### src/design/mem_types_pkg.sv
package mem_types_pkg;

    typedef logic [31:0] word_t;

    // byte address, the memory drops the lowest two bits
    typedef logic [31:0] addr_t;

    // one bit per byte lane
    typedef logic [3:0] byte_en_t;

    // instruction fetch can only read
    typedef struct packed {
        logic  read;
        addr_t addr;
    } fetch_req_t;

    // data client and shared memory port
    typedef struct packed {
        logic     read;
        logic     write;
        addr_t    addr;
        word_t    wdata;
        byte_en_t byte_en;
    } mem_req_t;

    // resp is a one-cycle pulse, rdata valid in that cycle
    typedef struct packed {
        logic  resp;
        word_t rdata;
    } mem_rsp_t;

endpackage

### src/design/arbiter_pkg.sv
package arbiter_pkg;

    // who currently owns the shared memory port
    typedef enum logic [1:0] {
        idle,
        serving_fetch,
        serving_data
    } arb_state_e;

    // select handed from controller to datapath
    typedef enum logic {
        sel_fetch,
        sel_data
    } client_sel_e;

endpackage

### src/design/arbiter_controller.sv
`timescale 1ns/10ps

module arbiter_controller (
    input  logic                     clk,
    input  logic                     reset,
    input  logic                     fetch_read,
    input  logic                     data_read,
    input  logic                     data_write,
    input  logic                     mem_resp,
    output arbiter_pkg::client_sel_e sel
);
    import arbiter_pkg::*;

    arb_state_e state;
    arb_state_e next_state;
    logic       data_pending;

    assign data_pending = data_read | data_write;

    // fetch wins from idle and each response hands over to a waiting client
    always_comb begin
        next_state = state;
        case (state)
            idle: begin
                if (fetch_read)
                    next_state = serving_fetch;
                else if (data_pending)
                    next_state = serving_data;
            end
            serving_fetch: begin
                if (mem_resp)
                    next_state = data_pending ? serving_data : idle;
            end
            serving_data: begin
                if (mem_resp)
                    next_state = fetch_read ? serving_fetch : idle;
            end
            default: begin
                next_state = idle;
            end
        endcase
    end

    // in idle the select follows the inputs so the memory sees the request at once
    always_comb begin
        case (state)
            serving_fetch: sel = sel_fetch;
            serving_data:  sel = sel_data;
            default:       sel = fetch_read ? sel_fetch : sel_data;
        endcase
    end

    always_ff @(posedge clk) begin
        if (reset) begin
            state <= idle;
        end else begin
            state <= next_state;
        end
    end

    // the serving state keeps the client whose request the memory took from idle
    a_sel_kept_from_idle: assert property (
        @(posedge clk) disable iff (reset)
        ((state == idle) && (next_state != idle)) |=> (sel == $past(sel))
    ) else $error("arbiter_controller: served client differs from the one selected in idle");

    // memory only answers a request the controller has handed it
    a_no_resp_in_idle: assert property (
        @(posedge clk) disable iff (reset)
        (state == idle) |-> !mem_resp
    ) else $error("arbiter_controller: memory response while idle");

    a_fetch_held: assert property (
        @(posedge clk) disable iff (reset)
        (state == serving_fetch) |-> fetch_read
    ) else $error("arbiter_controller: fetch request dropped before its response");

    a_data_held: assert property (
        @(posedge clk) disable iff (reset)
        (state == serving_data) |-> data_pending
    ) else $error("arbiter_controller: data request dropped before its response");

endmodule

### src/design/cache_arbiter.sv
`timescale 1ns/10ps

module cache_arbiter (
    input  logic                      clk,
    input  logic                      reset,
    input  mem_types_pkg::fetch_req_t fetch_req,
    output mem_types_pkg::mem_rsp_t   fetch_rsp,
    input  mem_types_pkg::mem_req_t   data_req,
    output mem_types_pkg::mem_rsp_t   data_rsp,
    output mem_types_pkg::mem_req_t   mem_req,
    input  mem_types_pkg::mem_rsp_t   mem_rsp
);
    import mem_types_pkg::*;
    import arbiter_pkg::*;

    client_sel_e sel;

    arbiter_controller controller_inst (
        .clk        (clk),
        .reset      (reset),
        .fetch_read (fetch_req.read),
        .data_read  (data_req.read),
        .data_write (data_req.write),
        .mem_resp   (mem_rsp.resp),
        .sel        (sel)
    );

    // fetch never writes on the shared port
    always_comb begin
        if (sel == sel_fetch) begin
            mem_req.read    = fetch_req.read;
            mem_req.write   = 1'b0;
            mem_req.addr    = fetch_req.addr;
            mem_req.wdata   = '0;
            mem_req.byte_en = '0;
        end else begin
            mem_req = data_req;
        end
    end

    // read data goes to both clients and the pulse only to the owner
    always_comb begin
        fetch_rsp.rdata = mem_rsp.rdata;
        data_rsp.rdata  = mem_rsp.rdata;
        fetch_rsp.resp  = mem_rsp.resp && (sel == sel_fetch);
        data_rsp.resp   = mem_rsp.resp && (sel == sel_data);
    end

    // a memory response reaches exactly one client that holds a request
    a_one_client_resp: assert property (
        @(posedge clk) disable iff (reset)
        mem_rsp.resp |-> $onehot({fetch_rsp.resp && fetch_req.read,
                                  data_rsp.resp && (data_req.read || data_req.write)})
    ) else $error("cache_arbiter: response pulse not routed to exactly one requesting client");

endmodule

### config.mk
export PLATFORM = sky130hd
export DESIGN_NAME = cache_arbiter
export DESIGN_NICKNAME = d
export VERILOG_FILES = /design/src/design/mem_types_pkg.sv /design/src/design/arbiter_pkg.sv /design/src/design/arbiter_controller.sv /design/src/design/cache_arbiter.sv
export SDC_FILE = /design/constraint.sdc
export NUM_CORES = 1
export LEC_CHECK = 0
export ABC_AREA = 1
export ABC_CLOCK_PERIOD_IN_PS = 3000
export BUFFER_PORTS_ARGS = -buffer_cell sky130_fd_sc_hd__clkbuf_2
export CORE_AREA = 2 2 107 109
export DETAILED_ROUTE_END_ITERATION = 6
export DIE_AREA = 0 0 109 111
export HOLD_SLACK_MARGIN = 0.03
export PLACE_DENSITY_LB_ADDON = 0.2
export SLEW_MARGIN = 0
export SYNTH_ARGS = -nofsm -noshare
export SYNTH_HDL_FRONTEND = slang
export SYNTH_SLANG_ARGS = --single-unit
### constraint.sdc
create_clock -name clk -period 3 [get_ports clk]
set_input_delay 0.15 -clock clk [delete_from_list [all_inputs] [get_ports clk]]
set_output_delay 0.15 -clock clk [all_outputs]
set_load 0.03 [all_outputs]
## Word-level counts from Yosys, hierarchy flattened

Index checks and enable logic that the tools add are counted.

- Register bits: 2
- Word-level logic and storage cells: 22
- Output and inout port bits: 136
- Input bits: 138

- Equal/unequal tests: 5
- Mux-type cells: 10
- Bitwise gates (word level): 2
- Reduce and logical (&&, ||, !) cells: 4

Operator list:

| operator | number |
|---|---|
| 70-bit two-way mux | 1 |
| 2-bit two-way mux | 5 |
| 2-bit one-hot mux with 3 select lines | 1 |
| 2-bit != test (second input constant) | 2 |
| 3-bit by 2-bit != test with 1-bit output (second input constant) | 1 |
| 3-bit AND reduction | 1 |
| 2-bit by 1-bit == test with 1-bit output (second input constant) | 1 |
| 2-bit == test (second input constant) | 1 |
| 1-bit logical AND | 2 |
| 2-bit logical NOT | 1 |
| 1-bit two-way mux | 2 |
| 1-bit one-hot mux with 2 select lines | 1 |
| 1-bit inverter | 1 |
| 1-bit OR | 1 |

## Logic depth before layout (Yosys ltp)

Gate-level depths: netlist of the first run.

- Depth after elaboration: 4
- Gate-level depth with buffers: 9
- Depth with buffers taken out: 9

## Cells and area by module

A second synthesis of the first run with hierarchy kept.

- Cell total of the unflattened synthesis: 284
- Area total of the unflattened synthesis: 1,452.6 um^2

By module, submodules not included:

| module | seq. area each (um^2) | area an instance (um^2) | cells an instance | instances |
|---|---|---|---|---|
| cache_arbiter | 0.0 | 1,248.7 | 253 | 1 |
| arbiter_controller | 40.0 | 203.9 | 31 | 1 |

## Least setup slack after synthesis of the first run

OpenSTA, ideal clock, no wires.

- Kind: flip-flop to output port
- Start point: reg controller_inst.state[0]
- End point: out mem_req[69] (netlist name)
- Path buffers: 0
- Arrival time: 1.754 ns
- Data required time: 2.850 ns
- Slack: 1.096 ns
- Stages on the path, launching flop included: 6
- Cell sequence: dfxtp_1 inv_1 ha_1 o21ai_4 inv_4 o21ai_0

RTL lines:

| item | RTL line | source |
|---|---|---|
| start, declared | arbiter_controller.sv:14 | `arb_state_e state;` |
| start signal, assigned | arbiter_controller.sv:55 | `state <= idle;` |
| start signal, assigned | arbiter_controller.sv:57 | `state <= next_state;` |
| end, declared | cache_arbiter.sv:10 | `output mem_types_pkg::mem_req_t mem_req,` |

==> run_results.csv, run 1 <==
group,metric,value,unit
worst_setup_path,worst_setup_path_start_kind,"flip-flop",
worst_setup_path,crit_type,"flip-flop to output pin",
power_and_ir_drop,cellPowerDensity,543,nW/um2
drt,route.detailed.drc,0,
timing,finalHoldViolCount,0,
timing,period_needed,2310,ps
flow_run,max_cap_violations,0,
yosys,synth_sequential_area_ratio,0.0277,
die,die_height,111,um
die,die-width,109,um
power_and_ir_drop,p_leak,1.47,nW
placed_design,place.port_buffers,177,
yosys,synth_cell_types,12,
power_and_ir_drop,p_switching,657,uW
timing,max-slew-margin-rel,0.554,
global_route,antenna_found_initial,0,
power_and_ir_drop,share_seq_of_total_power,0.032,
min_path,hold_path.class,"input pin to flip-flop",
yosys,ys_ff_latch,2,
timing,min_period_over_period,0.770,
drt,vias_per_cell,3.34,
global_route,gr-usage-all-layers,0.0707,
power_and_ir_drop,relative_contribution_of_the_clock_network_to_total_power,0.183,
timing,grt_setup_unrepaired,"no",
timing,timing.fmax,0.433,GHz
cts,clockBufferDepth,2,
yosys,post_synth_instance_area,1450,um2
layout,fin_nets,531,
layout,antenna_cells_inserted,0,
global_route,vias_in_the_first_global_route,1607,
layout,fraction_of_final_layout_cells_with_drive_strength_greater_than_1,0.473,
yosys,yosysWarningCount,0,
cts,tritoncts_clock_tree,"built",
cts,cts_max_level,1,
drt,dr_total_vias,1771,
cts,cts_hold_buf,0,
die,floorplan.initialDensity,0.131,
placed_design,gpl.final_weighted_congestion,0.775,
timing,holdWs,105,ps
worst_setup_path,cp_num_buf_inv,3,
placed_design,place_hpwl,3990,um
timing,setup-tns-final,0,ps
drt,detail_route.first_pass.iterations,3,
drt,final_antenna_net_count,0,
worst_setup_path,crit_path_max_fanout,71,
layout,reg_top3,"controller_inst.state: 2 flops",
timing,slew_worst_pin,668,ps
cts,clk-insertion-delay-late,220,ps
drt,routedWlPerCell,8.95,um
worst_setup_path,critical_path.most_common_cell,"sky130_fd_sc_hd__nand2_1",
timing,setup_viol,0,
worst_setup_path,worstPathArrival,2160,ps
die,io-pin-count,274,
cts,post_cts.repair.setup_buffers,0,
yosys,post_synth_mux_area_share,0,
power_and_ir_drop,power.share.switching,0.601,
yosys,syn_area_per_cell,5.17,um2
global_route,globalRoute.totalOverflow,0,
global_route,global_route_wire_length_before_repair,6990,um
cts,clkTransAtPathRegs,30,ps
die,fp.coreArea,11100,um2
power_and_ir_drop,share_comb_of_total_power,0.785,
yosys,fraction_of_the_mapped_netlist_area_in_adder_cells,0.0346,
worst_setup_path,critPathCaptureType,"output pin",
cts,total_clock_sinks,2,
yosys,yosys.area.top_type_share,0.347,
worst_setup_path,crit_slowest_cell,"sky130_fd_sc_hd__inv_4",
status,status,"finished, final reports clean",
worst_setup_path,cp_top_family,"buffers and inverters",
yosys,area_contributors_post_synth,"sky130_fd_sc_hd__buf_4 (35%), sky130_fd_sc_hd__nand2_1 (26%), sky130_fd_sc_hd__nor2_1 (12%), sky130_fd_sc_hd__inv_1 (11%), sky130_fd_sc_hd__buf_6 (5.4%)",
timing,timing.clock.skew,0.0764,ps
die,die_area,12100,um2
yosys,synthDominantAreaCellType,"sky130_fd_sc_hd__buf_4",
yosys,synth_compound_area_frac,0.0320,
placed_design,dpl-instance-area,1940,um2
cts,cts-buffers-inserted,3,
yosys,combinational_family_with_the_most_area_after_synthesis,"buffers and inverters",
worst_setup_path,worst-endpoint-required,2850,ps
yosys,synth.net_count,422,
layout,largest_register_ffs,2,
yosys,synth_simple_gate_area_share,0.388,
worst_setup_path,cp_cell_sequence,"inv_1 > ha_1 > nand2_1 > o21ai_4 > inv_4 > nand2_1 > nand2_1 > clkbuf_2",
yosys,gate_count_after_technology_mapping,280,
worst_setup_path,delay_of_the_slowest_cell_on_the_worst_path,490,ps
layout,layout.cell_area.non_filler,2010,um2
cts,clock-root-buffer,"sky130_fd_sc_hd__clkbuf_16",
power_and_ir_drop,vdd_ir_drop_max,0.309,mV
layout,area.growth.synth_to_final,39.1,%
timing,slew_viol_final,0,
power_and_ir_drop,intPower,437,uW
die,num_rows,39,
global_route,grt_max_degree,72,
drt,routed_wl,4740,um
cts,resized_gates_after_cts,0,
drt,first_iter_violations,28,
yosys,synthXorXnorAreaFrac,0,
layout,regMostFlops,"controller_inst.state",
-- Yosys cell counts, drive strengths merged --
cell / n
inv: 44
a21oi: 3
ha: 4
dfxtp: 2
buf: 74
nand2: 102
nor2: 45
nand3: 2
o21ai: 4
-- area by class of cell --
cell class              count  area [um2]
multi-input cells         160         658
flip-flops and latches      2        40.0
fillers                  1325        9060
inverters                  44         168
repair buffers            178         893
well taps                 143         179
clock buffers               3        75.1
-- power by group through the flow --
stage          clock (mW)  combinational, mW  sequential, mW
4_1_cts             0.204              0.876          0.0346
5_1_grt             0.208              0.934          0.0354
6_report            0.200              0.858          0.0347
2_1_floorplan           0              0.800          0.0344
3_5_place_dp            0              0.874          0.0349
3_3_place_gp            0              0.872          0.0352
-- layer usage --
metal	GRT usage	routed length (um)	vias up
met4	0.0444	238	0
met1	0.0676	1590	712
met3	0.0118	404	32
met5	0	0	-
met2	0.135	2510	79
li1	-	-	948
-- worst paths after layout --
check	from	endpoint	slack [ps]	depth (start not counted)
max	controller_inst.state[0]$_SDFFE_PP0P_	mem_req[56]	690	8
min	reset	controller_inst.state[0]$_SDFFE_PP0P_	100	2
max reg2reg	controller_inst.state[0]$_SDFFE_PP0P_	controller_inst.state[1]$_SDFFE_PP0P_	1530	7
min reg2reg	controller_inst.state[0]$_SDFFE_PP0P_	controller_inst.state[0]$_SDFFE_PP0P_	490	2
-- logic make-up after synthesis --
kind of cell    after synthesis
simple gates                149
buf+inv                     118
compound gates                7
fa+ha+maj                     4
flops                         2
-- cell usage in the layout (no fill, tap or decap) --
| cell type | netlist | final |
|---|---|---|
| sky130_fd_sc_hd__a21oi_1 | 3 | 3 |
| sky130_fd_sc_hd__buf_4 | 67 | 1 |
| sky130_fd_sc_hd__clkbuf_16 | 0 | 3 |
| sky130_fd_sc_hd__clkbuf_2 | 0 | 177 |
| sky130_fd_sc_hd__dfxtp_1 | 2 | 2 |
| sky130_fd_sc_hd__ha_1 | 4 | 4 |
| sky130_fd_sc_hd__inv_1 | 43 | 43 |
| sky130_fd_sc_hd__inv_4 | 1 | 1 |
| sky130_fd_sc_hd__nand2_1 | 102 | 102 |
| sky130_fd_sc_hd__nand3_1 | 2 | 2 |
| sky130_fd_sc_hd__nor2_1 | 45 | 45 |
| sky130_fd_sc_hd__o21ai_0 | 3 | 3 |
| sky130_fd_sc_hd__o21ai_4 | 1 | 1 |
-- through the flow --
stage	total power, mW	std cells	worst slack, ps	util
after floorplan	0.834	280	1100	-
after global placement	0.907	527	934	0.175
after detailed placement	0.909	527	874	0.175
after CTS	1.11	530	639	0.182
after global routing	1.18	530	504	0.182
final	1.09	530	691	0.182
Note: power is estimated with default switching activity, not from simulation.
==> inputs of run 2 (changes only) <==
--- a/config.mk
+++ b/config.mk
@@ -6,7 +6,7 @@
 export NUM_CORES = 1
 export LEC_CHECK = 0
 export ABC_AREA = 1
-export ABC_CLOCK_PERIOD_IN_PS = 3000
+export ABC_CLOCK_PERIOD_IN_PS = 2400
 export BUFFER_PORTS_ARGS = -buffer_cell sky130_fd_sc_hd__clkbuf_2
 export CORE_AREA = 2 2 107 109
 export DETAILED_ROUTE_END_ITERATION = 6
==> constraint.sdc (replaced) <==
create_clock -name clk -period 2.4 [get_ports clk]
set_input_delay 0.12 -clock clk [delete_from_list [all_inputs] [get_ports clk]]
set_output_delay 0.12 -clock clk [all_outputs]
set_load 0.03 [all_outputs]
==> run_results.csv, run 2 (synthesized netlist as in run 1, its figures left out) <==
group,metric,value,unit
status,status,"finished, final reports clean",
global_route,antenna_found_initial,0,
cts,clk-insertion-delay-late,220,ps
drt,vias_per_cell,3.34,
layout,regMostFlops,"controller_inst.state",
worst_setup_path,critical_path.most_common_cell,"sky130_fd_sc_hd__nand2_1",
power_and_ir_drop,p_total,1.39,mW
timing,max-slew-margin-rel,0.720,
power_and_ir_drop,share_comb_of_total_power,0.785,
cts,tritoncts_clock_tree,"built",
drt,route.detailed.drc,0,
worst_setup_path,r2r_end,"controller_inst.state[1]$_SDFFE_PP0P_",
worst_setup_path,critPathCaptureType,"output pin",
global_route,globalRouteMet3Util,0.0129,
worst_setup_path,worstReg2RegStart,"controller_inst.state[0]$_SDFFE_PP0P_",
timing,setup-tns-final,0,ps
worst_setup_path,crit_type,"flip-flop to output pin",
layout,count_of_filler_cells_inserted_in_the_layout,1311,
power_and_ir_drop,relative_contribution_of_the_clock_network_to_total_power,0.184,
power_and_ir_drop,p_leak,1.48,nW
die,die-width,109,um
cts,cts_max_level,1,
global_route,busiest_layer,"met2",
die,fp.coreArea,11100,um2
layout,most-common-layout-cells,"sky130_fd_sc_hd__clkbuf_2 (177), sky130_fd_sc_hd__nand2_1 (102), sky130_fd_sc_hd__nor2_1 (45)",
layout,antenna_cells_inserted,0,
global_route,grt_max_degree,72,
layout,reg_top3,"controller_inst.state: 2 flops",
die,num_rows,39,
power_and_ir_drop,p_switching,824,uW
cts,cts-buffers-inserted,3,
power_and_ir_drop,cellPowerDensity,681,nW/um2
worst_setup_path,worst_setup_path_start_kind,"flip-flop",
placed_design,place_hpwl,3990,um
timing,setup_viol,0,
drt,routed_wl,4750,um
global_route,vias_in_the_first_global_route,1697,
timing,timing.fmax,0.471,GHz
drt,detail_route.first_pass.iterations,4,
flow_run,max_cap_violations,0,
placed_design,gpl.final_weighted_congestion,0.727,
power_and_ir_drop,share_seq_of_total_power,0.031,
worst_setup_path,crit_path_max_fanout,33,
layout,fraction_of_final_layout_cells_with_drive_strength_greater_than_1,0.474,
cts,cts_hold_buf,0,
cts,clkTransAtPathRegs,30,ps
layout,final_common_cell,"sky130_fd_sc_hd__clkbuf_2",
min_path,hold_path.class,"input pin to flip-flop",
worst_setup_path,cp_num_buf_inv,3,
worst_setup_path,cp_top_family,"buffers and inverters",
worst_setup_path,worst_r2r_path_depth,7,
global_route,global_route_wire_length_before_repair,7140,um
power_and_ir_drop,vdd_ir_drop_max,0.315,mV
power_and_ir_drop,power.share.switching,0.595,
global_route,grt_use_met1,0.0658,
global_route,globalRoute.totalOverflow,0,
worst_setup_path,crit_slowest_cell,"sky130_fd_sc_hd__dfxtp_1",
drt,first_iter_violations,38,
global_route,gr-usage-met2,0.141,
layout,fin_nets,532,
timing,grt_setup_unrepaired,"no",
die,floorplan.initialDensity,0.131,
worst_setup_path,worst-endpoint-required,2280,ps
timing,slew_viol_final,0,
worst_setup_path,delay_of_the_slowest_cell_on_the_worst_path,370,ps
min_path,hold_path.startpoint,"reset",
die,io-pin-count,274,
drt,final_antenna_net_count,0,
power_and_ir_drop,intPower,561,uW
cts,resized_gates_after_cts,0,
placed_design,place.port_buffers,177,
min_path,min_to,"controller_inst.state[0]$_SDFFE_PP0P_",
layout,area.growth.synth_to_final,40.4,%
drt,routedWlPerCell,8.94,um
cts,total_clock_sinks,2,
die,die_height,111,um
drt,dr_total_vias,1772,
min_path,hold-path-cell-count,2,
timing,timing.clock.skew,4.36,ps
worst_setup_path,cp_cell_sequence,"inv_1 > ha_1 > nand2_1 > o21ai_4 > buf_4 > nand2_1 > nand2_1 > clkbuf_2",
cts,clock-root-buffer,"sky130_fd_sc_hd__clkbuf_16",
timing,finalHoldViolCount,0,
timing,slew_worst_pin,416,ps
layout,largest_register_ffs,2,
timing,min_period_over_period,0.884,
global_route,gr-usage-all-layers,0.0721,
timing,period_needed,2120,ps
worst_setup_path,reg2reg_setup_slack,910,ps
worst_setup_path,worstPathArrival,2000,ps
cts,post_cts.repair.setup_buffers,0,
cts,clockBufferDepth,2,
die,die_area,12100,um2
[run 2: power groups by stage]
stage               clock network (mW)  registers [mW]  logic, mW
finish                           0.254          0.0436       1.09
global route                     0.264          0.0443       1.19
CTS                              0.260          0.0435       1.11
detailed placement                   0          0.0439       1.10
global placement                     0          0.0434       1.10
floorplan                            0          0.0430       1.00
[run 2: cell type report]
cell class / instances / area, um2 / area share
repair buffers: 179 / 913 / 0.449
multi-input cells: 160 / 658 / 0.324
well taps: 143 / 179 / 0.0880
inverters: 44 / 168 / 0.0825
clock buffers: 3 / 75.1 / 0.0369
flip-flops and latches: 2 / 40.0 / 0.0197
[run 2: per-stage QoR]
step	std cells	area, um2	worst slack [ps]	hold WS (ps)	util
4_1_cts	531	2030	221	60.4	0.184
2_1_floorplan	280	1450	526	189	-
3_3_place_gp	528	1960	496	240	0.177
3_5_place_dp	528	1960	462	240	0.177
5_1_grt	531	2030	94.7	66.1	0.184
6_report	531	2030	278	61.2	0.184
[run 2: layer usage]
layer  up-vias  part of all wire
met2        81              0.52
met1       707              0.34
met3        33             0.086
met4         0             0.054
li1        951                 -
met5         -                 0
[run 2: worst max path at each step]
| stage | startpoint | to | slack, ps | cells after the start |
|---|---|---|---|---|
| 2_1_floorplan | controller_inst.state[0]$_SDFFE_PP0P_ | mem_req[69] | 530 | 5 |
| 3_5_place_dp | controller_inst.state[0]$_SDFFE_PP0P_ | mem_req[60] | 460 | 8 |
| 6_report | controller_inst.state[0]$_SDFFE_PP0P_ | mem_req[60] | 280 | 8 |
| 5_1_grt | controller_inst.state[0]$_SDFFE_PP0P_ | mem_req[60] | 90 | 8 |
| 4_1_cts | controller_inst.state[0]$_SDFFE_PP0P_ | mem_req[60] | 220 | 8 |
| 3_3_place_gp | controller_inst.state[0]$_SDFFE_PP0P_ | mem_req[60] | 500 | 8 |
==> inputs of run 3 (changes only) <==
--- a/config.mk
+++ b/config.mk
@@ -6,13 +6,15 @@
 export NUM_CORES = 1
 export LEC_CHECK = 0
 export ABC_AREA = 1
-export ABC_CLOCK_PERIOD_IN_PS = 2400
+export ABC_CLOCK_PERIOD_IN_PS = 2330
 export BUFFER_PORTS_ARGS = -buffer_cell sky130_fd_sc_hd__clkbuf_2
-export CORE_AREA = 2 2 107 109
+export CORE_AREA = 2 2 105 107
+export CTS_BUF_LIST = sky130_fd_sc_hd__clkbuf_4 sky130_fd_sc_hd__clkbuf_8
 export DETAILED_ROUTE_END_ITERATION = 6
-export DIE_AREA = 0 0 109 111
+export DIE_AREA = 0 0 107 109
 export HOLD_SLACK_MARGIN = 0.03
 export PLACE_DENSITY_LB_ADDON = 0.2
+export SETUP_SLACK_MARGIN = 0.4
 export SLEW_MARGIN = 0
 export SYNTH_ARGS = -nofsm -noshare
 export SYNTH_HDL_FRONTEND = slang
==> constraint.sdc (replaced) <==
create_clock -name clk -period 2.33 [get_ports clk]
set_input_delay 0.1165 -clock clk [delete_from_list [all_inputs] [get_ports clk]]
set_output_delay 0.1165 -clock clk [all_outputs]
set_load 0.03 [all_outputs]
==> run_results.csv, run 3 (synthesized netlist as in run 1, its figures left out) <==
group,metric,value,unit
status,status,"finished, final reports clean",
timing,slew_worst_pin,371,ps
layout,fin_nets,546,
worst_setup_path,worst_setup_path_start_kind,"flip-flop",
placed_design,place.port_buffers,177,
drt,met2RoutedLength,3180,um
drt,top_layer_used,"met4",
worst_setup_path,worst_r2r_path_depth,7,
drt,routed_wl,5890,um
timing,period_needed,1880,ps
drt,routedWlPerCell,10.9,um
global_route,global_route_wire_length_before_repair,6690,um
cts,clock-root-buffer,"sky130_fd_sc_hd__clkbuf_8",
min_path,hold_path.class,"input pin to flip-flop",
layout,reg_top3,"controller_inst.state: 2 flops",
layout,layout.cell_area.non_filler,2400,um2
timing,timing.clock.skew,3.24,ps
timing,grt_setup_unrepaired,"yes",
die,io-pin-count,274,
timing,slew_viol_final,0,
die,floorplan.initialDensity,0.137,
min_path,min_to,"controller_inst.state[0]$_SDFFE_PP0P_",
global_route,vias_in_the_first_global_route,1467,
power_and_ir_drop,cellPowerDensity,681,nW/um2
global_route,grt_max_degree,34,
global_route,gr-usage-all-layers,0.0706,
drt,vias_per_cell,3.52,
cts,clockBufferDepth,2,
die,num_rows,38,
power_and_ir_drop,p_switching,940,uW
power_and_ir_drop,vdd_ir_drop_max,0.298,mV
global_route,globalRoute.totalOverflow,0,
drt,final_antenna_net_count,0,
cts,tritoncts_clock_tree,"built",
drt,dr_total_vias,1910,
layout,antenna_cells_inserted,0,
cts,clk-insertion-delay-late,210,ps
timing,holdWs,83.4,ps
timing,setup_viol,0,
drt,detail_route.first_pass.iterations,3,
cts,cts-buffers-inserted,3,
power_and_ir_drop,relative_contribution_of_the_clock_network_to_total_power,0.083,
min_path,hold_path.startpoint,"reset",
worst_setup_path,critPathCaptureType,"output pin",
flow_run,max_cap_violations,0,
power_and_ir_drop,share_comb_of_total_power,0.888,
power_and_ir_drop,intPower,692,uW
timing,max-slew-margin-rel,0.750,
worst_setup_path,r2r_end,"controller_inst.state[1]$_SDFFE_PP0P_",
drt,wl_met1,2200,um
drt,first_iter_violations,46,
drt,route.detailed.drc,0,
placed_design,place_hpwl,4200,um
layout,most-common-layout-cells,"sky130_fd_sc_hd__clkbuf_2 (131), sky130_fd_sc_hd__nand2_1 (101), sky130_fd_sc_hd__inv_1 (41)",
die,fp.coreArea,10600,um2
layout,area.growth.synth_to_final,65.6,%
die,die_height,109,um
layout,postLayoutCoreUtil,0.226,
worst_setup_path,cp_cell_sequence,"inv_2 > ha_4 > o21ai_4 > buf_12 > clkbuf_16 > nand2_1 > nand2_1 > clkbuf_2",
die,die_area,11700,um2
power_and_ir_drop,p_leak,1.61,nW
layout,largest_register_ffs,2,
timing,min_period_over_period,0.806,
worst_setup_path,worst-endpoint-required,2210,ps
die,die-width,107,um
cts,total_clock_sinks,2,
power_and_ir_drop,power.share.switching,0.576,
worst_setup_path,delay_of_the_slowest_cell_on_the_worst_path,340,ps
drt,met3_wirelength,447,um
worst_setup_path,worstReg2RegStart,"controller_inst.state[0]$_SDFFE_PP0P_",
cts,cts_max_level,1,
worst_setup_path,crit_type,"flip-flop to output pin",
timing,finalHoldViolCount,0,
worst_setup_path,worstPathArrival,1760,ps
placed_design,dpl-instance-area,1960,um2
layout,final_common_cell,"sky130_fd_sc_hd__clkbuf_2",
worst_setup_path,crit_slowest_cell,"sky130_fd_sc_hd__dfxtp_2",
cts,clkTransAtPathRegs,30,ps
worst_setup_path,reg2reg_setup_slack,930,ps
worst_setup_path,crit_path_max_fanout,16,
power_and_ir_drop,share_seq_of_total_power,0.029,
timing,setup-tns-final,0,ps
min_path,hold-path-cell-count,2,
power_and_ir_drop,p_total,1.63,mW
layout,regMostFlops,"controller_inst.state",
worst_setup_path,critical_path.most_common_cell,"sky130_fd_sc_hd__nand2_1",
placed_design,gpl.final_weighted_congestion,0.660,
layout,fraction_of_final_layout_cells_with_drive_strength_greater_than_1,0.535,
timing,timing.fmax,0.532,GHz
global_route,antenna_found_initial,0,
run 3: final cells by class:
class	instances	area, um2
well taps	140	175
flip-flops and latches	2	42.5
repair buffers	191	1220
inverters	44	173
fillers	1221	8210
repair inverters	2	15.0
clock buffers	3	41.3
multi-input cells	160	729
run 3: worst max path at each step:
stage	slack (ps)	startpoint	to
floorplan	460	controller_inst.state[0]$_SDFFE_PP0P_	mem_req[69]
global placement	440	controller_inst.state[0]$_SDFFE_PP0P_	mem_req[45]
detailed placement	390	controller_inst.state[0]$_SDFFE_PP0P_	mem_req[44]
CTS	390	controller_inst.state[1]$_SDFFE_PP0P_	mem_req[69]
global route	390	controller_inst.state[1]$_SDFFE_PP0P_	mem_req[39]
finish	450	controller_inst.state[1]$_SDFFE_PP0P_	mem_req[57]
run 3: worst max-delay path: cells and delay by family (launching register included):
family / cells / cell delay, ps
buffers and inverters: 4 / 600
DFF: 1 / 340
adders and majority gates: 1 / 250
AOI/OAI and AO/OA: 1 / 250
and+or+nand+nor: 2 / 120
run 3: per-stage QoR:
step	setup WS, ps	instances
after global placement	441	526
after global routing	386	542
final	452	542
after detailed placement	391	526
after CTS	387	531
after floorplan	459	280
run 3: routing by layer:
metal	GRT usage	vias to the layer above
met1	0.0729	818
met3	0.0143	19
li1	-	983
met2	0.142	90
met5	0	-
met4	0.0204	0
run 3: timing repair:
action,in CTS,in global routing
hold buffers,0,0
setup buffers,1,5
endpoints found under the setup margin,68,67
gates cloned,1,6
pin swaps,0,3
gates resized for setup,20,109
run 3: power groups by stage:
stage	registers, mW	clock network, mW	logic [mW]
2_1_floorplan	0.0443	0	1.03
3_3_place_gp	0.0448	0	1.15
3_5_place_dp	0.0452	0	1.15
4_1_cts	0.0453	0.139	1.22
5_1_grt	0.0475	0.142	1.56
6_report	0.0472	0.136	1.45
